==> src/rtl/pool_config.svh <==
// Frame geometry, pooling factor and fixed-point format of the pixels
`ifndef POOL_CONFIG_SVH
`define POOL_CONFIG_SVH

// Input frame side in pixels
`define IMG_SIZE 28

// Pooling window side
`define POOL 2

// Fixed-point pixel format
`define DATA_WIDTH 16
`define FRAC_BITS 7

// Derived sizes
`define FRAME_DEPTH (`IMG_SIZE * `IMG_SIZE)
`define POOLED (`IMG_SIZE / `POOL)
`define POOL_DEPTH (`POOLED * `POOLED)

`endif

==> src/rtl/pool_pkg.sv <==
// Shared types: input byte, fixed-point pixel, buffer addresses, controller state
`include "pool_config.svh"

package pool_pkg;

    // ============================================================
    // Data and address types
    // ============================================================
    typedef logic [7:0] byte_t;
    typedef logic signed [`DATA_WIDTH-1:0] pixel_t;
    typedef logic [$clog2(`FRAME_DEPTH)-1:0] frame_addr_t;
    typedef logic [$clog2(`POOL_DEPTH)-1:0] pool_addr_t;

    // ============================================================
    // Controller states
    // ============================================================
    typedef enum logic [1:0] {
        ST_LOAD,
        ST_POOL,
        ST_STREAM
    } ctrl_state_t;

endpackage

==> src/rtl/frame_controller.sv <==
// Controller FSM that sequences frame load, pooling and streaming
`timescale 1ns/1ps

module frame_controller import pool_pkg::*; (
    input  logic clk,
    input  logic reset,
    input  logic frame_loaded,
    input  logic pool_done,
    input  logic stream_done,
    output logic load_en,
    output logic pool_start,
    output logic stream_start
);

    ctrl_state_t state;

    // Loader only runs while the FSM waits for a frame
    assign load_en = (state == ST_LOAD);

    // ============================================================
    // State and start pulses
    // ============================================================
    always_ff @(posedge clk) begin
        if (reset) begin
            state        <= ST_LOAD;
            pool_start   <= 1'b0;
            stream_start <= 1'b0;
        end else begin
            pool_start   <= 1'b0;
            stream_start <= 1'b0;
            case (state)
                ST_LOAD: begin
                    if (frame_loaded) begin
                        state      <= ST_POOL;
                        pool_start <= 1'b1;
                    end
                end
                ST_POOL: begin
                    if (pool_done) begin
                        state        <= ST_STREAM;
                        stream_start <= 1'b1;
                    end
                end
                ST_STREAM: begin
                    // Next frame may start once the last value is gone
                    if (stream_done) begin
                        state <= ST_LOAD;
                    end
                end
                default: state <= ST_LOAD;
            endcase
        end
    end

endmodule

==> config.mk <==
export PLATFORM = sky130hd
export DESIGN_NAME = frame_controller
export DESIGN_NICKNAME = d
export VERILOG_FILES = /design/src/rtl/pool_pkg.sv /design/src/rtl/frame_controller.sv
export VERILOG_INCLUDE_DIRS = /design/src /design/src/rtl
export SDC_FILE = /design/constraint.sdc
export NUM_CORES = 1
export LEC_CHECK = 0
export BUFFER_PORTS_ARGS = -buffer_cell sky130_fd_sc_hd__buf_4
export CAP_MARGIN = 5
export CORE_AREA = 3 3 40 42
export DETAILED_ROUTE_END_ITERATION = 12
export DIE_AREA = 0 0 43 45
export SETUP_SLACK_MARGIN = 0.15
export SLEW_MARGIN = 20
export SYNTH_ARGS = -nofsm -noshare
export SYNTH_HDL_FRONTEND = slang
export SYNTH_SLANG_ARGS = --single-unit
==> constraint.sdc <==
create_clock -name clk -period 2.3 [get_ports clk]
set_input_delay 0.345 -clock clk [delete_from_list [all_inputs] [get_ports clk]]
set_output_delay 0.345 -clock clk [all_outputs]
set_load 0.1 [all_outputs]
* Word-level counts from Yosys, hierarchy flattened
Index checks and enable logic that the tools add are counted.
** Storage, ports and cells
- Flip-flop bits (word level) :: 4
- Input bits :: 5
- Word-level logic and storage cells :: 20
** Cells by class
- Equal/unequal tests :: 5
- Mux-type cells :: 6
- Bitwise logic cells :: 2
- Reductions and logical operators :: 4
** Operators with widths (count)
- $mux W2 :: 3
- $ne A2 B2 Y1 const B :: 3
- $pmux W2 S3 :: 1
- $reduce_or A2 Y1 :: 2
- $reduce_and A3 Y1 :: 1
- $eq A2 B1 Y1 const B :: 1
- $eq A2 B2 Y1 const B :: 1
- $logic_not A2 Y1 :: 1
- $mux W1 :: 2
- $not A1 Y1 :: 2

* Longest topological paths before layout
- Depth in word-level cells :: 3
- Mapped depth :: 2
- Mapped depth without buffers :: 2

* Worst setup path before layout
OpenSTA, ideal clock, no wires.
- Path kind :: register -> output
- Start point :: register state[0]
- End point :: output load_en
- Arrival :: 1605 ps
- Data required time :: 1955 ps
- Setup slack :: 350 ps
- Cell stages (with the launch flop) :: 2
- Path buffers :: 0
- Cell sequence :: dfxtp_1 -> nor2_1
** Between the ends
- Cells in the longest elaborated chain, start to end :: 1
** RTL lines
- start: declaration :: RTL line frame_controller.sv:15 : ctrl_state_t state;
- start signal: assignment :: RTL line frame_controller.sv:25 : state <= ST_LOAD;
- start signal: assignment :: RTL line frame_controller.sv:34 : state <= ST_POOL;
- start signal: assignment :: RTL line frame_controller.sv:40 : state <= ST_STREAM;
- $logic_not A2 Y1 :: RTL line frame_controller.sv:18 : assign load_en = (state == ST_LOAD);
- end: declaration :: RTL line frame_controller.sv:10 : output logic load_en,
No other way between the ends.

* Worst setup path after layout
Ends and elaborated chain as after synthesis.

==> results.toml <==
[clocking]
clk_latency_ps = 230
cts_sinks = 4
postCtsSetupBuffers = 0
htree_num_levels = 1
clk_pin_slew_ps = 40
cts_made_buffers = 3
cts.path.max_buffers = 2
holdBufCountCts = 0
cts_resized = 0
clockRootBuffer = "clkbuf_4"
cts_tree = "done"

[timing]
max_freq_ghz = 0.744
post-route-period-util_pct = 58.5
drv_slew = 0
final.setup_skew_ps = 0.265
rsz0062_at_grt = "false"
max_slew_margin_pct = 81.6
setup_tns_ps = 0
holdWs_ps = 296
setup_viol = 0
worst_slew_pin_slew_ps = 278
final_period_minus_worst_setup_slack_ps = 1340
hold_viol_final = 0

[yosys]
yosysSeqAreaShare_pct = 56.1
synth_nets = 18
ys_async_sr_fraction_pct = 0
synthTopCellsByArea = "dfxtp_1, nor4b_2, nand2b_1"
synth_top_family_by_area = "simple AND/OR/NAND/NOR gates"
yosysWarnings = 0
synth_compound_area_share_pct = 11.4
syn_inst = 13
synth_ff_type = "dfxtp_1"
netlist_area_um2 = 143
synthXorXnorAreaFrac_pct = 0
syn_avg_cell_area_um2 = 11.0
synth_fa_ha_area_share_pct = 0
synth.area.mux_share_pct = 0
ys_ff_latch = 4
yosysUniqueCellTypes = 8
synth_common_cells = "dfxtp_1, nand2b_1, nor2_1"
yosys.cell_count.top_type = "dfxtp_1"
synth_top_area_share_pct = 56.1
synth_edf_count = 0
synth-simple-area-share_pct = 32.5
synth_top_area_cell = "dfxtp_1"

[grt]
antenna_found_initial = 0
grt_usage_pct = 3.91
grt_max_degree = 7
grt_pass1_vias = 131
overflow = 0
grt_first_pass_wirelength_um = 455

[worst_setup_path]
end_kind = "output port"
start_kind = "flop"
worstPathMaxFanout = 6
crit_type = "flop to output port"
critPathRequiredTime_ps = 1960
crit_arrival_ps = 1000

[floorplanning]
rows = 13
die_w_um = 43
fp.dieH_um = 45
initial_utilization_pct = 11.1
core_mm2 = 0.00128
dieArea_mm2 = 0.00194
io_pins = 8

[status]
outcome = "finished clean"

[routing]
drc = 0
vias_per_cell = 3.53
wirelength_um = 301
ant_nets = 0
drt_iter0_drc = 0
first_pass_iters = 1
vias = 134
wire_per_inst_um = 7.92

[power]
p_clk_share_pct = 41.9
power_switching_mw = 0.0655
combPwrFrac_pct = 21.7
ir_drop_uv = 116
p_seq_share_pct = 36.5
p_int_mw = 0.145
p_leak_nw = 0.103
powerDensity_mw_per_mm2 = 890
power.share.switching_pct = 31.1

[layout]
n_antenna_cell = 0
seq_area_um2 = 80.1
nets = 30
drive_gt1_share_pct = 47.8
fillers = 147
multi_input_area_um2 = 62.6
area_delta_synth_final_pct = 65.8

[worst_hold_path]
hold_path_class = "input pin to flop"

[placement]
gp_congestion = 0.554
port_buffers = 7

[job]
drv_cap = 0
-- stage by stage --
step,power (mW),util (%),cell area (um2),cells,setup slack [ps]
2_1_floorplan,0.110,-,143,13,350
3_3_place_gp,0.124,16.7,214,35,1200
3_5_place_dp,0.124,16.7,214,35,1200
4_1_cts,0.215,18.4,236,38,938
5_1_grt,0.222,18.4,236,38,930
6_report,0.210,18.4,236,38,956
-- worst paths after layout --
kind                            cells past startpoint                  start                    end  slack (ps)
worst max-delay path                                2  state[0]$_SDFFE_PP0P_                load_en         960
worst max register to register                      2  state[0]$_SDFFE_PP0P_  state[1]$_SDFFE_PP0P_        1490
worst min register to register                      1  state[1]$_SDFFE_PP0P_  pool_start$_SDFF_PP0_         460
worst min-delay path                                2                  reset  pool_start$_SDFF_PP0_         300
-- area by class of cell --
class                           instances  area share [%]
Multi-Input combinational cell          9            26.5
Sequential cell                         4            33.9
Clock buffer                            3            9.52
Tap cell                               15            7.94
Timing Repair Buffer                    7            22.2
-- cells by family after synthesis --
group,Yosys count
AO/OA/AOI/OAI,2
flip-flops,4
AND/OR/NAND/NOR,7
-- power groups by stage --
stage	registers, mW	logic (mW)	clock network [mW]
floorplan	0.0899	0.0204	0
global placement	0.0776	0.0459	0
detailed placement	0.0778	0.0460	0
CTS	0.0767	0.0461	0.0923
global route	0.0770	0.0474	0.0980
finish	0.0767	0.0456	0.0881
-- routing by layer --
metal / part of all wire, % / track usage (%) / wire, um / up-vias
li1: - / - / - / 67
met1: 34 / 1.93 / 102 / 60
met2: 50 / 5.99 / 152 / 5
met3: 13 / 2.79 / 39 / 2
met4: 2.3 / 7.23 / 7 / 0
met5: 0 / 0 / 0 / -
-- critical path, cell delays in order (launching register included) --
cell and delay, ps:
dfxtp_1 350, nor2_1 120, buf_4 290
-- placed cells by master, fill, tap and decap left out --
cell,count
nor4b_2,1
clkbuf_4,3
a31o_1,1
dfxtp_1,4
and3_1,1
buf_4,7
nor2_1,2
a21boi_1,1
nor3_1,1
nand2b_1,2
-- state kept, by name (all words and copies together) (netlist names) --
register	flops
state	2
pool_start	1
stream_start	1
Note: power is estimated with default switching activity, not from simulation.
