### config.mk
export PLATFORM = sky130hd
export DESIGN_NAME = maxpool_engine
export DESIGN_NICKNAME = d
export VERILOG_FILES = /design/src/rtl/pool_pkg.sv /design/src/rtl/maxpool_engine.sv
export VERILOG_INCLUDE_DIRS = /design/src /design/src/rtl
export SDC_FILE = /design/constraint.sdc
export NUM_CORES = 1
export LEC_CHECK = 0
export ABC_AREA = 1
export BUFFER_PORTS_ARGS = -buffer_cell sky130_fd_sc_hd__buf_4
export CAP_MARGIN = 20
export CORE_MARGIN = 1
export CORE_UTILIZATION = 35
export CTS_BUF_LIST = sky130_fd_sc_hd__clkbuf_4 sky130_fd_sc_hd__clkbuf_8
export DETAILED_ROUTE_END_ITERATION = 8
export PLACE_DENSITY = 0.54
export SLEW_MARGIN = 20
export SYNTH_ARGS = -nofsm -noshare
export SYNTH_HDL_FRONTEND = slang
export SYNTH_SLANG_ARGS = --single-unit
export TNS_END_PERCENT = 20
### constraint.sdc
create_clock -name clk -period 2.15 [get_ports clk]
set_input_delay 0.43 -clock clk [delete_from_list [all_inputs] [get_ports clk]]
set_output_delay 0.43 -clock clk [all_outputs]
set_load 0.05 [all_outputs]
### src/rtl/pool_config.svh
// Frame geometry, pooling factor and fixed-point format of the pixels
`ifndef POOL_CONFIG_SVH
`define POOL_CONFIG_SVH

// Input frame side in pixels
`define IMG_SIZE 28

// Pooling window side
`define POOL 2

// Fixed-point pixel format
`define DATA_WIDTH 16
`define FRAC_BITS 7

// Derived sizes
`define FRAME_DEPTH (`IMG_SIZE * `IMG_SIZE)
`define POOLED (`IMG_SIZE / `POOL)
`define POOL_DEPTH (`POOLED * `POOLED)

`endif

### src/rtl/pool_pkg.sv
// Shared types: input byte, fixed-point pixel, buffer addresses, controller state
`include "pool_config.svh"

package pool_pkg;

    // ============================================================
    // Data and address types
    // ============================================================
    typedef logic [7:0] byte_t;
    typedef logic signed [`DATA_WIDTH-1:0] pixel_t;
    typedef logic [$clog2(`FRAME_DEPTH)-1:0] frame_addr_t;
    typedef logic [$clog2(`POOL_DEPTH)-1:0] pool_addr_t;

    // ============================================================
    // Controller states
    // ============================================================
    typedef enum logic [1:0] {
        ST_LOAD,
        ST_POOL,
        ST_STREAM
    } ctrl_state_t;

endpackage

### src/rtl/maxpool_engine.sv
// 2x2 max-pool engine, reads the frame buffer and fills the pool buffer
`timescale 1ns/1ps
`include "pool_config.svh"

module maxpool_engine import pool_pkg::*; (
    input  logic        clk,
    input  logic        reset,
    input  logic        start,
    output logic        rd_en,
    output frame_addr_t rd_addr,
    input  pixel_t      rd_data,
    output logic        wr_en,
    output pool_addr_t  wr_addr,
    output pixel_t      wr_data,
    output logic        done
);

    localparam int CNT_W = $clog2(`POOLED);
    localparam logic [CNT_W-1:0] LAST_WIN = CNT_W'(`POOLED - 1);
    localparam frame_addr_t COL_STEP = frame_addr_t'(`POOL);
    localparam frame_addr_t ROW_STEP = frame_addr_t'(`IMG_SIZE);
    // From the last window of a row to the first of the next window row
    localparam frame_addr_t ROW_JUMP = frame_addr_t'(`POOL + `IMG_SIZE * (`POOL - 1));
    localparam pool_addr_t LAST_OUT = pool_addr_t'(`POOL_DEPTH - 1);

    logic             busy;
    logic             reading;
    logic [1:0]       phase;
    logic [1:0]       phase_q;
    logic [CNT_W-1:0] win_col;
    logic [CNT_W-1:0] win_row;
    frame_addr_t      tl_addr;
    logic             rd_valid_q;
    pixel_t           run_max;
    pixel_t           win_max;

    // Phase bit 0 picks the column, bit 1 the row inside the window
    assign rd_en   = reading;
    assign rd_addr = tl_addr + (phase[1] ? ROW_STEP : '0) + frame_addr_t'(phase[0]);

    // First sample of a window restarts the maximum
    assign win_max = (phase_q == 2'd0 || rd_data > run_max) ? rd_data : run_max;

    // ============================================================
    // Window walk and write-back control
    // ============================================================
    always_ff @(posedge clk) begin
        if (reset) begin
            busy       <= 1'b0;
            reading    <= 1'b0;
            phase      <= 2'd0;
            win_col    <= '0;
            win_row    <= '0;
            tl_addr    <= '0;
            rd_valid_q <= 1'b0;
            wr_en      <= 1'b0;
            wr_addr    <= '0;
            done       <= 1'b0;
        end else begin
            rd_valid_q <= reading;
            wr_en      <= rd_valid_q && (phase_q == 2'd3);
            done       <= wr_en && (wr_addr == LAST_OUT);
            if (wr_en) begin
                wr_addr <= wr_addr + 1'b1;
            end
            if (start && !busy) begin
                busy    <= 1'b1;
                reading <= 1'b1;
                phase   <= 2'd0;
                win_col <= '0;
                win_row <= '0;
                tl_addr <= '0;
                wr_addr <= '0;
            end else if (reading) begin
                phase <= phase + 1'b1;
                if (phase == 2'd3) begin
                    if (win_col == LAST_WIN) begin
                        win_col <= '0;
                        tl_addr <= tl_addr + ROW_JUMP;
                        if (win_row == LAST_WIN) begin
                            reading <= 1'b0;
                        end else begin
                            win_row <= win_row + 1'b1;
                        end
                    end else begin
                        win_col <= win_col + 1'b1;
                        tl_addr <= tl_addr + COL_STEP;
                    end
                end
            end
            if (done) begin
                busy <= 1'b0;
            end
        end
    end

    // Returning samples, tracked one cycle behind the reads
    always_ff @(posedge clk) begin
        phase_q <= phase;
        if (rd_valid_q) begin
            run_max <= win_max;
            if (phase_q == 2'd3) begin
                wr_data <= win_max;
            end
        end
    end

    a_no_restart: assert property (@(posedge clk) disable iff (reset) start |-> !busy)
        else $error("pool start while engine busy");

endmodule

[Word level (Yosys, flattened, before mapping)]
Index checks and enable logic that the tools add are counted.
Operators by class
  $add $sub $neg: 8
  multipliers: 0
  div/mod/pow operators: 0
  $lt $le $gt $ge: 1
  eq/ne operators: 5
  shift-type cells: 0
  mux-type cells: 9
  bitwise gates (word level): 1
  reductions and logical operators: 11
Operators by type and width (number)
  16-bit greater-than comparator: 1
  16-bit 2-to-1 mux: 1
  10-bit by 1-bit adder with 10-bit output: 1
  10-bit by 2-bit adder with 10-bit output (second input constant): 1
  10-bit by 5-bit adder with 10-bit output: 1
  10-bit by 5-bit adder with 10-bit output (second input constant): 1
  10-bit 2-to-1 mux: 1
  4-bit by 1-bit adder with 4-bit output (second input constant): 2
  8-bit by 1-bit adder with 8-bit output (second input constant): 1
  4-bit == test (second input constant): 2
  8-bit == test (second input constant): 1
  1-bit 2-to-1 mux: 5
  5-bit 2-to-1 mux: 1
  2-bit == test (second input constant): 2
  4-bit 2-to-1 mux: 1
  2-bit AND reduction: 2
  4-bit AND reduction: 1
  2-bit OR reduction: 2
  1-bit logical AND: 3
  2-bit by 1-bit adder with 2-bit output (second input constant): 1
  2-bit zero test: 1
  1-bit zero test: 1
  1-bit logical OR: 1
  1-bit inverter: 1
Word-level totals
  flip-flop bits (word level): 67
  latch bits: 0
  bits in writable memories: 0
  bits in read-only memories: 0
  input port bits: 19
  output and inout port bits: 37
  word-level logic and storage cells: 48
  memories kept: 0

[Depth between registers and ports, before layout]
Gate-level depths: netlist of the first run.
  depth after elaboration: 6
  mapped depth: 17
  depth with buffers taken out: 16

[Worst setup path before layout of the first run]
OpenSTA, ideal clock, no wires.
  path type: reg-to-output
  from: register phase[1]
  to: output port rd_addr[8]
  arrival time: 2.137 ns
  required time: 1.720 ns
  path slack: -0.417 ns
  stages on the path, launching flop included: 7
  path buffers: 0
  cells stage by stage: dfxtp_1 > ha_1 > inv_1 > fa_1 > o21ai_0 > nand3_1 > xor2_1
Between the ends
  word-level cells in the longest chain between the ends: 3
RTL lines
  start: declaration: RTL line maxpool_engine.sv:28  | logic [1:0] phase;
  start signal: assignment: RTL line maxpool_engine.sv:75  | phase <= phase + 1'b1;
  5-bit 2-to-1 mux: RTL line maxpool_engine.sv:39  | assign rd_addr = tl_addr + (phase[1] ? ROW_STEP : '0) + frame_addr_t'(phase[0]);
  10-bit by 5-bit adder with 10-bit output: RTL line maxpool_engine.sv:39
  10-bit by 1-bit adder with 10-bit output: RTL line maxpool_engine.sv:39
  end: declaration: RTL line maxpool_engine.sv:10  | output frame_addr_t rd_addr,
Every way passes these cells.

[Worst setup path after layout of the first run]
Same ends and word-level chain as after synthesis.

==> key figures, run 1 <==
Power and ir drop
  • Combinational fraction of design power: 0.097
  • Net Sw Power: 693 uW
  • Reg power frac: 0.482
  • Tot Pwr: 2.84 mW
  • Internal power: 2.14 mW
  • Power Density: 650 nW/um2
  • Clock group share of total power: 0.421
  • Static Leakage: 1.95 nW
  • Worst IR drop on VDD: 309 uV
  • Switch share: 0.245

Worst hold path
  • Worst hold path depth: 2
  • Hold Path Class: in -> reg
  • Hold path start: reset
  • Worst hold path endpoint: done

STA
  • Fin crit period: 2.33 ns
  • WHS: 0.297 ns
  • Final period util: 1.09
  • Slew @ Worst Pin: 0.436 ns
  • Setup Skew: 0.0123 ns
  • Fmax: 0.428 GHz
  • Slew HR: 0.709
  • Post-route setup slack: -0.185 ns
  • RSZ-0062 raised after global routing: yes
  • Fin. max-slew vios: 0
  • Final setup vio count: 6
  • Final Hold Viols: 0

GRT
  • Congestion Overflow GR: 0
  • Initial antenna violation count: 0
  • Gr usage total: 0.152
  • Vias in the first global route: 2489
  • First-pass GRT wire length: 11700 um
  • Maximum number of pins on one net before global-route repair: 17

Detailed routing
  • Routed len/inst: 12.2 um
  • Via Count: 2654
  • DRT Wirelength: 6910 um
  • DRT Pass-1 Iters: 4
  • DRT iter0 DRCs: 51
  • DRC viols: 0
  • Vias/cell: 4.69
  • Post-route ant nets: 0

Yosys
  • Mapped Area: 3320 um2
  • Largest cells by area after synthesis: edfxtp_1, dfxtp_1, nand2_1
  • Synth unique cells: 32
  • Yosys Warn Count: 0
  • Post-synthesis async set-or-reset flop share: 0
  • Main flop type after synthesis: dfxtp_1
  • Synth Register Bits: 66
  • Top-area cell type share of the netlist area: 0.290
  • Mapped Cells: 375
  • Post-synthesis sequential area ratio: 0.495
  • Syn avg cell area: 8.85 um2
  • Post-synth EDFFs: 32
  • Syn nets: 422
  • Yosys top cell by area: edfxtp_1

Floorplan
  • Die width: 99.4 um
  • Cell row count: 35
  • Number of I/O pins: 56
  • Core footprint: 9200 um2
  • Die height: 99.4 um
  • Die footprint: 9870 um2
  • Initial Utilization: 0.361

CTS
  • Clock sink total: 66
  • Clock-pin slew on the worst setup and hold paths: 0.08 ns
  • Clock root cell: clkbuf_8
  • Htree depth: 3
  • CTS tree: built
  • Clk_lat worst skew: 0.34 ns
  • TritonCTS Buffers: 9
  • CTS Buffer Depth: 2

Status
  • Violated checks: negative setup slack
  • Outcome: finished with violations

Critical path
  • Cell count of the worst reg-to-reg path: 13
  • Worst Path Required: 1.72 ns
  • Worst reg2reg endpoint: run_max[10]
  • Maximum fanout along the worst path: 4
  • Worst Setup End Kind: output port
  • Startpoint types: register
  • R2R Setup Slk: 0.18 ns
  • Crit path kind: reg -> out
  • Crit path DAT: 1.90 ns
  • RR Startpoint: run_max[13]

Place
  • Gp weighted congestion: 0.745
  • Placed cell count: 549
  • Buffers added on ports: 55
  • Final HPWL DP: 4910 um

Flow run
  • Max Cap Viol: 0

Layout
  • # diodes: 0
  • Nets@finish: 497
  • Layout cells sized above 1: 0.255
  • Cell Count, Final, Fillers Out: 566
  • Filler Cells Inserted: 904
  • Area Overhead vs Synth: 31.5%
registers in the layout (all words and copies together), names as in the netlist, 2 cells and up:
signal	cells
win_col	4
tl_addr	9
wr_addr	8
win_row	4
phase_q	2
wr_data	16
phase	2
run_max	16
power groups by stage:
| stage | logic (mW) | registers [mW] | clock network, mW |
|---|---|---|---|
| after detailed placement | 0.270 | 1.40 | 0 |
| final | 0.275 | 1.37 | 1.19 |
| after global routing | 0.314 | 1.37 | 1.29 |
| after floorplan | 0.165 | 1.40 | 0 |
| after CTS | 0.272 | 1.37 | 1.24 |
| after global placement | 0.267 | 1.40 | 0 |
synthesized netlist by cell type, drive strengths merged, types with 2 or more instances:
cell type,instances
a211oi,2
a21oi,19
xnor2,4
nor4,3
nand2,91
nor3,10
nand3,29
dfxtp,34
ha,26
xor2,8
nor2,30
fa,2
o21ai,13
buf,5
nand4,4
inv,53
clkbuf,3
edfxtp,32
cell usage in the layout, fill, tap and decap left out, types with 7 or more instances in the layout:
cell       n
a21oi_1   18
buf_4     65
buf_6      7
clkbuf_8  10
dfxtp_1   33
edfxtp_1  32
ha_1      23
inv_1     52
nand2_1   86
nand3_1   27
nor2_1    28
nor3_1     7
o21ai_0   12
cell families after synthesis:
kind of cell    share of synthesized area
simple gates                        0.224
flops                               0.495
buf+inv                            0.0762
compound gates                     0.0604
fa+ha+maj                           0.110
xor+xnor                           0.0317
mux                               0.00302
critical path, cell delays in order (launching register included):
cell and delay [ns]:
dfxtp_4 0.40, ha_4 0.15, inv_4 0.03, fa_2 0.36, o21ai_2 0.17, nand3_2 0.13, xor2_4 0.18, buf_6 0.15
per-layer routing:
metal / vias up / track usage / share of wire
li1: 1381 / - / -
met1: 1207 / 0.185 / 0.46
met2: 61 / 0.261 / 0.48
met3: 5 / 0.0471 / 0.052
met4: 0 / 0.0407 / 0.0085
met5: - / 0 / 0
what timing repair did:
action,in CTS,in global routing
hold buffers,0,0
gates cloned,0,0
buffers inserted,0,1
resized for setup,12,16
endpoints found under the setup margin,6,26
pin swaps,3,10
worst max path at each step:
stage                    start    endpoint  slack [ns]  cells after the start
global placement      phase[1]  rd_addr[8]       -0.01                      7
finish                phase[1]  rd_addr[8]       -0.18                      7
global route          phase[1]  rd_addr[7]       -0.29                      9
detailed placement    phase[1]  rd_addr[8]       -0.02                      7
CTS                   phase[1]  rd_addr[7]       -0.24                      8
floorplan           rd_valid_q  wr_data[0]       -0.16                      2
final cells by class:
| type | count | area [um2] | area share |
|---|---|---|---|
| Clock buffer | 10 | 138 | 0.0316 |
| Clock inverter | 6 | 88.8 | 0.0204 |
| Inverter | 54 | 205 | 0.0470 |
| Multi-Input combinational cell | 247 | 1580 | 0.362 |
| Sequential cell | 66 | 1650 | 0.377 |
| Tap cell | 111 | 139 | 0.0318 |
| Timing Repair Buffer | 72 | 567 | 0.130 |
metrics by stage:
stage	area [um2]	TNS, ns	worst slack, ns	utilization
5_1_grt	4360	-1.60	-0.290	0.474
6_report	4360	-0.821	-0.185	0.474
2_1_floorplan	3370	-2.88	-0.161	-
3_5_place_dp	4000	-0.0161	-0.0161	0.435
4_1_cts	4270	-0.985	-0.239	0.465
3_3_place_gp	4000	-0.0122	-0.0122	0.435
Note: power is estimated with default switching activity, not from simulation.
==> inputs of run 2 (changes only) <==
--- a/config.mk
+++ b/config.mk
@@ -11,7 +11,7 @@
 export CAP_MARGIN = 20
 export CORE_MARGIN = 1
 export CORE_UTILIZATION = 35
-export CTS_BUF_LIST = sky130_fd_sc_hd__clkbuf_4 sky130_fd_sc_hd__clkbuf_8
+export CTS_BUF_LIST = sky130_fd_sc_hd__clkbuf_16
 export DETAILED_ROUTE_END_ITERATION = 8
 export PLACE_DENSITY = 0.54
 export SLEW_MARGIN = 20
==> key figures, run 2 (synthesized netlist as in run 1, its figures left out) <==
Status
  • Outcome: finished with violations
  • Violated checks: negative setup slack

Layout
  • Area Overhead vs Synth: 34.0%
  • Layout cells sized above 1: 0.255
  • Top flop regs: run_max: 16 flops, wr_data: 16 flops, tl_addr: 9 flops
  • Commonest non-fill, non-tap cell in the layout: nand2_1
  • # diodes: 0
  • Cell Count, Final, Fillers Out: 566
  • Nets@finish: 497
  • Most frequent cells in the layout: nand2_1, buf_4, inv_1, dfxtp_1, edfxtp_1

STA
  • Final period util: 1.08
  • Slew HR: 0.705
  • Fin. max-slew vios: 0
  • Post-route setup slack: -0.162 ns
  • Final setup vio count: 5
  • Setup Skew: 0.00948 ns
  • RSZ-0062 raised after global routing: yes
  • Final Hold Viols: 0
  • Fmax: 0.432 GHz
  • Fin crit period: 2.31 ns
  • Slew @ Worst Pin: 0.441 ns

Place
  • Placed cell count: 549
  • Final HPWL DP: 4910 um
  • Gp weighted congestion: 0.745
  • DP Worst Slack: -0.0161 ns
  • Buffers added on ports: 55

Critical path
  • Worst Path Required: 1.72 ns
  • Worst Setup End Kind: output port
  • Crit path DAT: 1.88 ns
  • Crit path max-delay family: adder cells
  • RR Startpoint: run_max[13]
  • Critical path launch point: phase[1]
  • CP Buf/Inv Count: 2
  • Crit path cell chain: ha_4 > inv_4 > fa_2 > o21ai_2 > nand3_2 > xor2_4 > buf_6
  • Maximum fanout along the worst path: 4
  • Crit path largest cell delay: 0.39 ns
  • Crit path kind: reg -> out
  • Slowest CP cell: dfxtp_4
  • Startpoint types: register

Floorplan
  • Die height: 99.4 um
  • Cell row count: 35
  • Number of I/O pins: 56
  • Initial Utilization: 0.361
  • Die footprint: 9870 um2
  • Die width: 99.4 um
  • Core footprint: 9200 um2

Worst hold path
  • Hold Path Class: in -> reg
  • Hold path start: reset

Power and ir drop
  • Power Density: 713 nW/um2
  • Static Leakage: 1.98 nW
  • Worst IR drop on VDD: 492 uV

GRT
  • Maximum number of pins on one net before global-route repair: 17
  • Congestion Overflow GR: 0
  • Initial antenna violation count: 0
  • Gr usage total: 0.155
  • Vias in the first global route: 2507
  • First-pass GRT wire length: 11900 um

Detailed routing
  • Post-route ant nets: 0
  • Vias/cell: 4.71
  • Via Count: 2665
  • DRT iter0 DRCs: 55
  • Length of routed wiring on met1: 3270 um
  • Routed wl met3: 287 um
  • Routed len/inst: 12.4 um
  • DRT Pass-1 Iters: 4
  • DRT Wirelength: 7020 um
  • DRC viols: 0
  • WL met2: 3400 um
  • Top routing layer in use: met4

CTS
  • Clock-pin slew on the worst setup and hold paths: 0.06 ns
  • # hold bufs at CTS: 0
  • CTS Buffer Depth: 2
  • Htree depth: 3
  • Clk_lat worst skew: 0.33 ns
  • Clock sink total: 66
  • TritonCTS Buffers: 9
  • CTS tree: built
  • Clock root cell: clkbuf_16

Flow run
  • Max Cap Viol: 0
run 2: cell types whose count changed in the layout (fill, tap and decap cells not counted), sizes merged:
cell    change
bufinv      -1
inv         +1
run 2: power by group:
group	internal [mW]	switching [mW]
clock	0.967	0.554
combinational	0.107	0.174
sequential	1.35	0.0164
total	2.43	0.744
run 2: repair_timing:
action	in CTS	in global routing
endpoints found under the setup margin	6	22
resized for setup	12	17
pin swaps	3	10
cloned	0	0
setup buffers	0	1
run 2: worst paths after layout:
kind | slack (ns) | depth (start not counted) | endpoint
worst min-delay path | 0.32 | 2 | done
worst max register to register | 0.21 | 12 | run_max[4]
worst max-delay path | -0.16 | 7 | rd_addr[8]
worst min register to register | 0.43 | 0 | phase_q[0]
run 2: cell type report:
class | count | area, um2
clock inverter | 6 | 62.6
fill | 890 | 4750
clock buffer | 10 | 250
sequential | 66 | 1650
multi-input combinational | 247 | 1570
tap | 111 | 139
timing repair buffer | 72 | 571
inverter | 54 | 205
run 2: per-stage QoR:
step | hold WS (ns) | TNS [ns] | utilization | instance area (um2) | power, mW
detailed placement | 0.409 | -0.0161 | 0.435 | 4000 | 1.67
finish | 0.316 | -0.725 | 0.483 | 4450 | 3.17
global placement | 0.422 | -0.0122 | 0.435 | 4000 | 1.66
global route | 0.304 | -1.38 | 0.483 | 4450 | 3.32
CTS | 0.309 | -0.798 | 0.474 | 4360 | 3.22
floorplan | 0.380 | -2.88 | - | 3370 | 1.57
run 2: per-layer routing:
layer  vias to the layer above  track usage
met5                         -            0
met4                         0       0.0407
met3                         4       0.0555
met2                        50        0.262
met1                      1236        0.186
li1                       1375            -
