### config.mk
export PLATFORM = sky130hd
export DESIGN_NAME = frame_loader
export DESIGN_NICKNAME = d
export VERILOG_FILES = /design/src/rtl/pool_pkg.sv /design/src/rtl/frame_loader.sv
export VERILOG_INCLUDE_DIRS = /design/src /design/src/rtl
export SDC_FILE = /design/constraint.sdc
export NUM_CORES = 1
export LEC_CHECK = 0
export BUFFER_PORTS_ARGS = -buffer_cell sky130_fd_sc_hd__buf_2
export CORE_AREA = 2 2 75 77
export CTS_BUF_LIST = sky130_fd_sc_hd__clkbuf_8
export DETAILED_ROUTE_END_ITERATION = 16
export DIE_AREA = 0 0 77 79
export GPL_TIMING_DRIVEN = 0
export SETUP_SLACK_MARGIN = 0.3
export SYNTH_ARGS = -nofsm -noshare
export SYNTH_HDL_FRONTEND = slang
export SYNTH_SLANG_ARGS = --single-unit
### constraint.sdc
create_clock -name clk -period 1.54 [get_ports clk]
set_input_delay 0.154 -clock clk [delete_from_list [all_inputs] [get_ports clk]]
set_output_delay 0.154 -clock clk [all_outputs]
set_load 0.01 [all_outputs]
### src/rtl/pool_config.svh
// Frame geometry, pooling factor and fixed-point format of the pixels
`ifndef POOL_CONFIG_SVH
`define POOL_CONFIG_SVH

// Input frame side in pixels
`define IMG_SIZE 28

// Pooling window side
`define POOL 2

// Fixed-point pixel format
`define DATA_WIDTH 16
`define FRAC_BITS 7

// Derived sizes
`define FRAME_DEPTH (`IMG_SIZE * `IMG_SIZE)
`define POOLED (`IMG_SIZE / `POOL)
`define POOL_DEPTH (`POOLED * `POOLED)

`endif

### src/rtl/pool_pkg.sv
// Shared types: input byte, fixed-point pixel, buffer addresses, controller state
`include "pool_config.svh"

package pool_pkg;

    // ============================================================
    // Data and address types
    // ============================================================
    typedef logic [7:0] byte_t;
    typedef logic signed [`DATA_WIDTH-1:0] pixel_t;
    typedef logic [$clog2(`FRAME_DEPTH)-1:0] frame_addr_t;
    typedef logic [$clog2(`POOL_DEPTH)-1:0] pool_addr_t;

    // ============================================================
    // Controller states
    // ============================================================
    typedef enum logic [1:0] {
        ST_LOAD,
        ST_POOL,
        ST_STREAM
    } ctrl_state_t;

endpackage

### src/rtl/frame_loader.sv
// Byte stream acceptance, quantisation LUT and raster write into the frame buffer
`timescale 1ns/1ps
`include "pool_config.svh"

module frame_loader import pool_pkg::*; (
    input  logic        clk,
    input  logic        reset,
    input  logic        load_en,
    input  logic        in_valid,
    input  byte_t       in_data,
    output logic        in_ready,
    output logic        wr_en,
    output frame_addr_t wr_addr,
    output pixel_t      wr_data,
    output logic        frame_loaded
);

    localparam frame_addr_t LAST_PIX = frame_addr_t'(`FRAME_DEPTH - 1);

    pixel_t      quant_lut [0:255];
    frame_addr_t pix_cnt;
    logic        accept;

    // Byte k maps to round(k / 255 * 2^FRAC_BITS)
    initial begin : init_lut
        int k;
        int v;
        for (k = 0; k < 256; k++) begin
            v = ((k << `FRAC_BITS) + 127) / 255;
            quant_lut[k] = pixel_t'(v);
        end
    end

    // Closed while the frame-complete pulse is out, so no byte slips in
    assign in_ready = load_en && !frame_loaded;
    assign accept   = in_valid && in_ready;

    // ============================================================
    // Raster counter
    // ============================================================
    always_ff @(posedge clk) begin
        if (reset) begin
            pix_cnt      <= '0;
            wr_en        <= 1'b0;
            frame_loaded <= 1'b0;
        end else begin
            wr_en        <= accept;
            frame_loaded <= 1'b0;
            if (accept) begin
                if (pix_cnt == LAST_PIX) begin
                    pix_cnt      <= '0;
                    frame_loaded <= 1'b1;
                end else begin
                    pix_cnt <= pix_cnt + 1'b1;
                end
            end
        end
    end

    // Quantised pixel goes to the buffer on the following edge
    always_ff @(posedge clk) begin
        if (accept) begin
            wr_addr <= pix_cnt;
            wr_data <= quant_lut[in_data];
        end
    end

    // Outside the load phase the loader sits idle at the start of a frame
    a_load_only: assert property (@(posedge clk) disable iff (reset)
        !load_en |-> (pix_cnt == '0 && !wr_en))
        else $error("loader active outside the load phase");

endmodule

; ---- Word-level counts from Yosys, hierarchy flattened
; Memory sizes are Yosys's and may differ from the RTL's. A register that Yosys moved wholly into a read port is not among the register bits.
; Cells that the tools add are included.
[classes]
eq_ne = 1
mux = 2
bitwise_logic = 1
reduce_logical = 4
addsub = 1
[op_table]
columns = op, n
row1 = "adder 10 x 1 -> 10 bit, second input constant", 1
row2 = "equality test 10 bit, second input constant", 1
row3 = two-way mux 10 bit, 1
row4 = logical AND 1 bit, 2
row5 = OR reduction 2 bit, 1
row6 = zero test 1 bit, 1
row7 = two-way mux 1 bit, 1
row8 = inverter 1 bit, 1
[word_totals]
mem_count = 1
word_cells = 15
romBits = 2048
register_bits = 38
[mem_list]
columns = memory, words, width, read_ports, rd_clocked_by_memory_dff, wr, line
row1 = quant_lut, 256, 8, 1, 1, 0, frame_loader.sv:20  ; pixel_t quant_lut [0:255];

; ---- Logic depth before layout (Yosys ltp)
; Gate-level depths: netlist of run 1.
[depth]
depth_word = 5
depth_mapped = 5
depth_no_buf = 5

; ---- Worst setup path before layout of run 1
; OpenSTA, ideal clock, no wires.
[synth_timing]
kind = reg-to-reg
start = register frame_loaded
end = register pix_cnt[8]
n_path_buf = 0
path_stages_with_launch = 6
slack_ns = 0.048
required_ns = 1.466
arrival_time_ns = 1.418
path_cell_list = dfxtp_1 nand3b_4 clkinv_2 nand4_4 or3_1 a31oi_1
[synth_between]
elab_chain_cells = 3
[synth_rtl]
columns = item, line
row1 = from (decl), frame_loader.sv:15  ; output logic frame_loaded
row2 = from (signal assigned), frame_loader.sv:45  ; frame_loaded <= 1'b0;
row3 = from (signal assigned), frame_loader.sv:48  ; frame_loaded <= 1'b0;
row4 = from (signal assigned), frame_loader.sv:52  ; frame_loaded <= 1'b1;
row5 = zero test 1 bit, frame_loader.sv:35  ; assign in_ready = load_en && !frame_loaded;
row6 = logical AND 1 bit, frame_loader.sv:35
row7 = logical AND 1 bit, frame_loader.sv:36  ; assign accept = in_valid && in_ready;
row8 = named net accept, frame_loader.sv:22  ; logic accept;
row9 = to (signal assigned), frame_loader.sv:54  ; pix_cnt <= pix_cnt + 1'b1;
row10 = to (decl), frame_loader.sv:21  ; frame_addr_t pix_cnt;
; The timed path passes the listed nets, and every way through them passes these cells.
; A chain may end at the register's enable or synchronous reset.

; ---- Worst setup path after layout of run 1
[layout_timing]
start = register pix_cnt[4]
end = register pix_cnt[7]
[layout_between]
elab_chain_cells = 2
elab_cells_between_ends = 3
classes_between = add/sub: 1 / eq/ne: 1 / mux: 1
[layout_rtl]
columns = item, line
row1 = adder 10 x 1 -> 10 bit / equality test 10 bit (equally long branches), "frame_loader.sv:54, frame_loader.sv:50"
row2 = two-way mux 10 bit (*), frame_loader.sv:50  ; if (pix_cnt == LAST_PIX) begin
; Every way passes the cells marked *; elsewhere a longest branch is shown, timed or not.

==> results of run 1 <==
-- final cells by class --
type / count / area share
Timing Repair Buffer: 41 / 0.133
Clock inverter: 3 / 0.00691
Buffer: 9 / 0.0352
Clock buffer: 5 / 0.0380
Multi-Input combinational cell: 68 / 0.282
Tap cell: 72 / 0.0498
Timing Repair inverter: 1 / 0.00484
Sequential cell: 30 / 0.440
Inverter: 2 / 0.0111
-- kinds of logic (layout without fill, tap and decap cells) --
family | count (synthesis) | in the layout
AOI/OAI and AO/OA | 13 | 13
xor gates and xnor gates | 8 | 8
adders and majority gates | 3 | 3
buffers and inverters | 11 | 61
DFF | 30 | 30
muxes | 1 | 1
other | 1 | 8
and+or+nand+nor | 35 | 35
-- through the flow --
stage	cell area [µm²]	hold slack (ns)	std cells
after floorplan	1300	0.223	109
after global placement	1550	0.388	213
after detailed placement	1550	0.383	213
after CTS	1770	0.0838	231
after global routing	1810	0.117	231
final	1810	0.122	231
-- synth_stat cells --
| cell | n |
|---|---|
| xor2_1 | 4 |
| and3_1 | 4 |
| nor3_1 | 2 |
| nand3b_1 | 1 |
| o21bai_2 | 1 |
| ha_1 | 3 |
| clkinv_2 | 1 |
| nand2_1 | 6 |
| or3_1 | 1 |
| nand4_4 | 1 |
| nor4b_1 | 1 |
| edfxtp_1 | 18 |
| nor2_1 | 9 |
| conb_1 | 1 |
| mux2i_1 | 1 |
| a31oi_1 | 6 |
| buf_4 | 8 |
| a21oi_1 | 6 |
| clkbuf_1 | 1 |
| nand3_1 | 2 |
| nor2b_1 | 1 |
| xnor2_1 | 4 |
| inv_1 | 1 |
| nand3b_4 | 1 |
| nand4_1 | 4 |
| dfxtp_1 | 12 |
| nor4_1 | 2 |
-- sequential cells by signal (all words and copies together) (netlist names) --
name	count
frame_loaded	1
wr_addr	10
pix_cnt	10
wr_en	1
wr_data	8
-- per-layer routing --
layer	part of all wire	GRT usage	vias up
li1	-	-	467
met1	0.40	0.0878	441
met2	0.53	0.156	27
met3	0.044	0.0170	6
met4	0.026	0.0536	0
met5	0	0	-
-- power breakdown --
part           switching [mW]  internal, mW
combinational          0.0897        0.0799
sequential             0.0151         0.881
clock                   0.266         0.303
-- worst paths after layout --
path              cells past startpoint           end  startpoint  slack, ns
setup / recovery                      4    pix_cnt[7]  pix_cnt[4]       0.23
hold / removal                        2  frame_loaded       reset       0.12
setup reg to reg                      4    pix_cnt[7]  pix_cnt[4]       0.23
hold reg to reg                       0    wr_addr[9]  pix_cnt[9]       0.50
-- timing repair --
item / CTS / global route
buffers inserted: 9 / 0
resized for setup: 14 / 6
endpoints found under the setup margin: 9 / 10
cloned: 1 / 0
pin swaps: 10 / 3
==> metrics.csv, run 1 <==
metric,value,unit
fin_crit,1.31,ns
cap_violations,0,
seq_area_frac_synth,0.618,
clock_latency,0.28,ns
crit_family,simple AND/OR/NAND/NOR gates,
boundaryPins,41,
place_congestion,0.739,
nNetsFinal,173,
setup_tns,0,ns
grt.overflow.total,0,
fin_total_pwr,1.63,mW
endpoint_kind,flip-flop,
cts_buffers,5,
final_cell_mix,"buf_2 (32), edfxtp_1 (18), buf_4 (16)",
firstDrtPassIters,4,
finalCritPeriodShare,0.848,
grt_max_degree,13,
path_max_fanout,6,
vias,941,
hold_path_class,primary input to flip-flop,
layout-area-overhead-vs-synth,43.4,%
fillerInstances,544,
crit_required,1.69,ns
portBuffers,32,
path_buf_inv,0,
setup_viol,0,
path_class,flip-flop to flip-flop,
drc,0,
synthAdderAreaFrac,0.0297,
vias_per_cell,4.07,
grt_pass1_vias,870,
root_buffer,clkbuf_8,
rows,27,
coreArea,0.00534,mm²
multi_input_area,510,µm²
synth_top_area_cell,edfxtp_1,
wl,2470,µm
cp_cell_sequence,nand3_1 -> nor4_2 -> xnor2_1 -> nor2_1,
synth-simple-area-share,0.166,
detail-route-antenna-nets,0,
cp_slowest_cell,dfxtp_2,
yosys.cell_types.count,27,
fin_worst_skew,0.00771,ns
synthTopCellsByArea,"edfxtp_1 (43%), dfxtp_1 (19%), buf_4 (4.8%)",
grt_pass1_wl,4030,µm
peakVddDrop,0.000294,V
hold_viol,0,
power.density,903,mW/mm²
synth_cells,102,
rsz0062_at_grt,true,
die_y,79,µm
synth_compound_area_frac,0.0624,
synth_top_area_share,0.428,
cp-start-kind,flip-flop,
maxSlewViolCount,0,
numClockSinks,30,
syn_avg_cell_area,12.4,µm²
post_drt_wl_per_cell,10.7,µm
dieArea,0.00608,mm²
diodes,0,
synth_xor_area_frac,0.0555,
synth_top_family_by_area,simple AND/OR/NAND/NOR gates,
htreeDepth,2,
arrival,1.46,ns
cts_tree,yes,
die_x,77,µm
ctsHoldBuffers,0,
grt.total_usage,0.0846,
drt_iter0_drc,53,
clk_pin_slew,0.06,ns
final_common_cell,buf_2,
final-seq-area,796,µm²
dpl.hpwl,1540,µm
netlist_area,0.00126,mm²
status,"complete, no violations",
ys_warn_count,0,
fin_ws,0.234,ns
dpl_worst_slack,0.0715,ns
ys_ff_latch,30,
initial_utilization,0.237,
antenna_found_initial,0,
p_leak,0.756,nW
fmax,0.766,GHz
synth.mux.area_fraction,0.00793,
clockBufferDepth,2,
fin_util,0.339,
slowest_delay,0.41,ns
drive_above_1_share,0.465,
No activity file was read; power rests on OpenSTA's default activity.
==> run 2: changes to the inputs <==
==> constraint.sdc (replaced) <==
create_clock -name clk -period 1.29 [get_ports clk]
set_input_delay 0.129 -clock clk [delete_from_list [all_inputs] [get_ports clk]]
set_output_delay 0.129 -clock clk [all_outputs]
set_load 0.01 [all_outputs]
==> run 2 against run 1 <==
Against the previous run:
- first-iteration DRC count is 53% higher
- via count is 0.96% higher
- total power up 24%
- clock power grew 33%
- routed wire length barely moved
- register-to-register slack worse by 0.23 ns
- maximum frequency is 1.4% higher
- non-clock buffer count increased by 2
- global-route usage up 0.27 points
- sequential cell count unchanged
- die area is the same
- critical path type unchanged
- largest power group unchanged
- highest routed layer unchanged
==> metrics.csv, run 2 (synthesized netlist as in run 1, its figures left out) <==
metric,value,unit,change
status,"complete, no violations",,unchanged
numPlacedInstances,213,,unchanged
fmax,0.776,GHz,was 0.766 GHz
htreeDepth,2,,unchanged
vias,950,,was 941
drc,0,,unchanged
wl_met3,104,µm,was 108 µm
die_y,79,µm,unchanged
grt_max_degree,13,,unchanged
path_max_fanout,5,,was 6
cp_cell_sequence,nand3b_4 -> clkinv_8 -> nand4_4 -> or3_1 -> a31oi_1,,was nand3_1 -> nor4_2 -> xnor2_1 -> nor2_1
drive_above_1_share,0.491,,was 0.465
fin_cells,233,,was 231
vias_per_cell,4.08,,was 4.07
power.density,1110,mW/mm²,was 903 mW/mm²
place_area,0.00155,mm²,unchanged
fin_ws,0.00184,ns,was 0.234 ns
cts_buffers,5,,unchanged
die_x,77,µm,unchanged
dpl_worst_slack,-0.172,ns,was 0.0715 ns
portBuffers,32,,unchanged
hold_viol,0,,unchanged
coreArea,0.00534,mm²,unchanged
maxSlewViolCount,0,,unchanged
dpl.hpwl,1520,µm,was 1540 µm
final_common_cell,buf_2,,unchanged
drt_iter0_drc,81,,was 53
endpoint_kind,flip-flop,,unchanged
clockBufferDepth,2,,unchanged
clock_latency,0.28,ns,about the same
worst_hold_slack,0.0633,ns,was 0.122 ns
layout-area-overhead-vs-synth,44.1,%,was 43.4%
clk_pin_slew,0.06,ns,about the same
ctsHoldBuffers,0,,unchanged
fin_crit,1.29,ns,was 1.31 ns
hold_path_class,primary input to flip-flop,,unchanged
cap_violations,0,,unchanged
path_class,flip-flop to flip-flop,,unchanged
final_cell_area,0.00182,mm²,was 0.00181 mm²
setup_viol,0,,unchanged
p_leak,0.750,nW,was 0.756 nW
top_layer,met4,,unchanged
finalCritPeriodShare,0.999,,was 0.848
nNetsFinal,175,,was 173
fin_worst_skew,0.00658,ns,was 0.00771 ns
firstDrtPassIters,3,,was 4
peakVddDrop,0.000384,V,was 0.000294 V
cts_tree,yes,,unchanged
numClockSinks,30,,unchanged
wl,2470,µm,about the same
detail-route-antenna-nets,0,,unchanged
diodes,0,,unchanged
cp_slowest_cell,or3_1,,was dfxtp_2
rsz0062_at_grt,true,,unchanged
antenna_found_initial,0,,unchanged
reg.largest.list,"pix_cnt (10), wr_addr (10), wr_data (8)",,unchanged
final_cell_mix,"buf_2 (31), edfxtp_1 (18), buf_4 (17)",,"was buf_2 (32), edfxtp_1 (18), buf_4 (16)"
dieArea,0.00608,mm²,unchanged
slowest_delay,0.34,ns,was 0.41 ns
cp-start-kind,flip-flop,,unchanged
root_buffer,clkbuf_8,,unchanged
dr_wl_met2,1330,µm,was 1310 µm
boundaryPins,41,,unchanged
crit_required,1.50,ns,was 1.69 ns
place_congestion,0.731,,was 0.739
grt.overflow.total,0,,unchanged
initial_utilization,0.237,,unchanged
grt_pass1_vias,826,,was 870
rows,27,,unchanged
fin_util,0.341,,was 0.339
grt.total_usage,0.0873,,was 0.0846
arrival,1.49,ns,was 1.46 ns
post_drt_wl_per_cell,10.6,µm,was 10.7 µm
met1_length,949,µm,was 988 µm
grt_pass1_wl,4000,µm,was 4030 µm
==> run 2: changes by cell type in the layout (fill, tap and decap cells not counted), sizes merged <==
cell and delta:
clkbuf +1, buf +2, inv +1, clkinv -2
==> run 2: timing repair <==
action	in CTS	in global routing
pin swaps	10	3
gates cloned	1	0
setup endpoints to repair	29	30
setup buffers	10	1
hold endpoints to repair	0	0
resized for setup	20	3
==> run 2: area by class of cell <==
class,count,area (µm²)
fillers,547,3520
flip-flops and latches,30,797
multi-input cells,68,489
repair buffers,43,256
well taps,72,90.1
clock buffers,6,82.6
plain buffers,9,63.8
inverters,2,20.0
repair inverters,1,11.3
clock inverters,2,8.76
==> run 2: final timing paths <==
kind,cells after the start,start,slack (ns),end
worst max register to register,5,frame_loaded,0.002,pix_cnt[8]
worst min-delay path,2,reset,0.06,frame_loaded
worst min register to register,0,pix_cnt[8],0.49,wr_addr[8]
worst max-delay path,5,frame_loaded,0.002,pix_cnt[8]
==> run 2: critical path, delay by kind of cell (launching register included) <==
kind | cells | cell delay (ns)
flops | 1 | 0.32
buf+inv | 1 | 0.08
compound gates | 1 | 0.14
simple gates | 3 | 0.66
==> run 2: power by group <==
| part | switching [mW] | internal (mW) |
|---|---|---|
| clock network | 0.332 | 0.421 |
| registers | 0.0172 | 1.05 |
| logic | 0.107 | 0.0925 |
==> run 2: metrics by stage <==
| step | total power [mW] | TNS (ns) |
|---|---|---|
| after floorplan | 1.20 | 0 |
| after global placement | 1.26 | -1.27 |
| after detailed placement | 1.27 | -1.36 |
| after CTS | 2.04 | 0 |
| after global routing | 2.11 | -0.289 |
| final | 2.02 | 0 |
==> run 2: layer usage <==
layer | global-route usage | vias up
met5 | 0 | -
met4 | 0.0696 | 0
met3 | 0.0205 | 9
met2 | 0.158 | 22
met1 | 0.0858 | 445
li1 | - | 474
==> run 3: changes to the inputs <==
--- a/config.mk
+++ b/config.mk
@@ -7,11 +7,14 @@
 export NUM_CORES = 1
 export LEC_CHECK = 0
 export BUFFER_PORTS_ARGS = -buffer_cell sky130_fd_sc_hd__buf_2
+export CELL_PAD_IN_SITES_DETAIL_PLACEMENT = 0
+export CELL_PAD_IN_SITES_GLOBAL_PLACEMENT = 1
 export CORE_AREA = 2 2 75 77
 export CTS_BUF_LIST = sky130_fd_sc_hd__clkbuf_8
 export DETAILED_ROUTE_END_ITERATION = 16
 export DIE_AREA = 0 0 77 79
 export GPL_TIMING_DRIVEN = 0
+export PLACE_DENSITY_LB_ADDON = 0.1
 export SETUP_SLACK_MARGIN = 0.3
 export SYNTH_ARGS = -nofsm -noshare
 export SYNTH_HDL_FRONTEND = slang
==> run 3 against run 2 <==
Against the previous run:
- largest power group unchanged
- maximum frequency is 2.8% lower
- clock skew is 0.0010 ns higher
- the flow now finishes with violations (negative setup slack)
- utilization is 1.2 points higher
- cell count is 0.86% higher
- critical path type unchanged
==> metrics.csv, run 3 (synthesized netlist as in run 1, its figures left out) <==
metric,value,unit,change
rows,27,,unchanged
post_drt_wl_per_cell,11.6,µm,was 10.6 µm
cp_cell_sequence,nand3_1 -> nor4_1 -> xnor2_1 -> nor2_1,,was nand3b_4 -> clkinv_8 -> nand4_4 -> or3_1 -> a31oi_1
grt_pass1_vias,916,,was 826
portBuffers,32,,unchanged
fin_crit,1.33,ns,was 1.29 ns
reg2reg_from,pix_cnt[2],,was frame_loaded
arrival,1.49,ns,about the same
peakVddDrop,0.000339,V,was 0.000384 V
path_class,flip-flop to flip-flop,,unchanged
boundaryPins,41,,unchanged
clockBufferDepth,2,,unchanged
finalCritPeriodShare,1.03,,was 0.999
grt_max_degree,13,,unchanged
antenna_found_initial,0,,unchanged
drive_above_1_share,0.521,,was 0.491
cp-endpoint,pix_cnt[7],,was pix_cnt[8]
ctsHoldBuffers,0,,unchanged
grt_pass1_wl,4590,µm,was 4000 µm
drc,0,,unchanged
numClockSinks,30,,unchanged
violations,negative setup slack,,
final_common_cell,buf_2,,unchanged
place_congestion,0.644,,was 0.731
hold_viol,0,,unchanged
nNetsFinal,177,,was 175
cap_violations,0,,unchanged
crit_family,simple AND/OR/NAND/NOR gates,,unchanged
root_buffer,clkbuf_8,,unchanged
r2r-end,pix_cnt[7],,was pix_cnt[8]
fin_ws,-0.0353,ns,was 0.00184 ns
fillerInstances,581,,was 547
rsz0062_at_grt,true,,unchanged
maxSlewViolCount,0,,unchanged
fin_worst_skew,0.00758,ns,was 0.00658 ns
path_buf_inv,0,,was 1
coreArea,0.00534,mm²,unchanged
status,"complete, but fails checks",,"was complete, no violations"
dpl.hpwl,1750,µm,was 1520 µm
path_max_fanout,6,,was 5
r2r_setup_slack,-0.04,ns,was 0.002 ns
clk_pin_slew,0.06,ns,about the same
cts_tree,yes,,unchanged
final_cell_mix,"buf_2 (31), edfxtp_1 (18), buf_4 (17)",,unchanged
cts_buffers,5,,unchanged
slowest_delay,0.40,ns,was 0.34 ns
dieArea,0.00608,mm²,unchanged
endpoint_kind,flip-flop,,unchanged
crit_cells,4,,was 5
fmax,0.755,GHz,was 0.776 GHz
grt.total_usage,0.100,,was 0.0873
die_x,77,µm,unchanged
die_y,79,µm,unchanged
initial_utilization,0.237,,unchanged
reg2reg_depth,4,,was 5
reg.largest.list,"pix_cnt (10), wr_addr (10), wr_data (8)",,unchanged
vias,972,,was 950
grt.overflow.total,0,,unchanged
vias_per_cell,4.14,,was 4.08
htreeDepth,2,,unchanged
hold_path_class,primary input to flip-flop,,unchanged
cp-start-kind,flip-flop,,unchanged
setup.worst_path.start,pix_cnt[2],,was frame_loaded
diodes,0,,unchanged
crit_required,1.45,ns,was 1.50 ns
clock_latency,0.28,ns,about the same
drt_iter0_drc,52,,was 81
holdPathStages,2,,unchanged
layout-area-overhead-vs-synth,49.3,%,was 44.1%
p_leak,0.794,nW,was 0.750 nW
firstDrtPassIters,4,,was 3
fin_total_pwr,2.05,mW,was 2.02 mW
cp_slowest_cell,dfxtp_2,,was or3_1
power.density,1090,mW/mm²,was 1110 mW/mm²
setup_viol,1,,was 0
detail-route-antenna-nets,0,,unchanged
wl,2720,µm,was 2470 µm
fin_util,0.353,,was 0.341
[run 3: through the flow]
step,TNS (ns),hold WS (ns),std cells,setup WS [ns],cell area [µm²]
floorplan,0,0.198,109,0.0249,1300
CTS,0,0.0759,235,0.00465,1840
finish,-0.0353,0.0817,235,-0.0353,1880
global route,-0.484,0.0883,235,-0.104,1880
detailed placement,-1.90,0.370,213,-0.232,1550
global placement,-1.80,0.369,213,-0.219,1550
[run 3: layout make-up]
cell class	instances	area [µm²]	area share
Sequential cell	30	798	0.424
Multi-Input combinational cell	68	522	0.277
Timing Repair Buffer	45	283	0.150
Tap cell	72	90.1	0.0478
Clock buffer	6	82.6	0.0438
Buffer	9	63.8	0.0339
Inverter	2	20.0	0.0106
Timing Repair inverter	1	16.3	0.00863
Clock inverter	2	8.76	0.00465
[run 3: repair_timing]
action / in CTS / in global routing
endpoints found under the setup margin: 29 / 31
setup buffers: 13 / 0
pin swaps: 10 / 4
gates resized for setup: 24 / 9
gates cloned: 1 / 0
[run 3: report_power, final]
part | total (mW) | leakage, nW | internal, mW | switching (mW)
Combinational | 0.217 | 0.467 | 0.103 | 0.114
Sequential | 1.07 | 0.275 | 1.05 | 0.0183
Clock | 0.761 | 0.0524 | 0.422 | 0.339
Total | 2.05 | 0.794 | 1.58 | 0.471
[run 3: worst register-to-register path: cells and delay by family, from the launching register on]
kind / cells / cell delay [ns]
simple gates: 3 / 0.65
flops: 1 / 0.40
xor+xnor: 1 / 0.16
[run 3: layer usage]
metal / vias to the layer above / share of wire / GRT usage
met5: - / 0 / 0
met4: 0 / 0.019 / 0.0536
met3: 4 / 0.056 / 0.0375
met2: 25 / 0.48 / 0.154
met1: 466 / 0.44 / 0.122
li1: 477 / - / -
[run 3: worst min path at each step]
stage               start    endpoint  slack [ns]
finish              reset  pix_cnt[2]        0.08
global route        reset  pix_cnt[2]        0.09
CTS                 reset  pix_cnt[8]        0.08
detailed placement  reset  pix_cnt[2]        0.37
global placement    reset  pix_cnt[8]        0.37
floorplan           reset  pix_cnt[8]        0.20
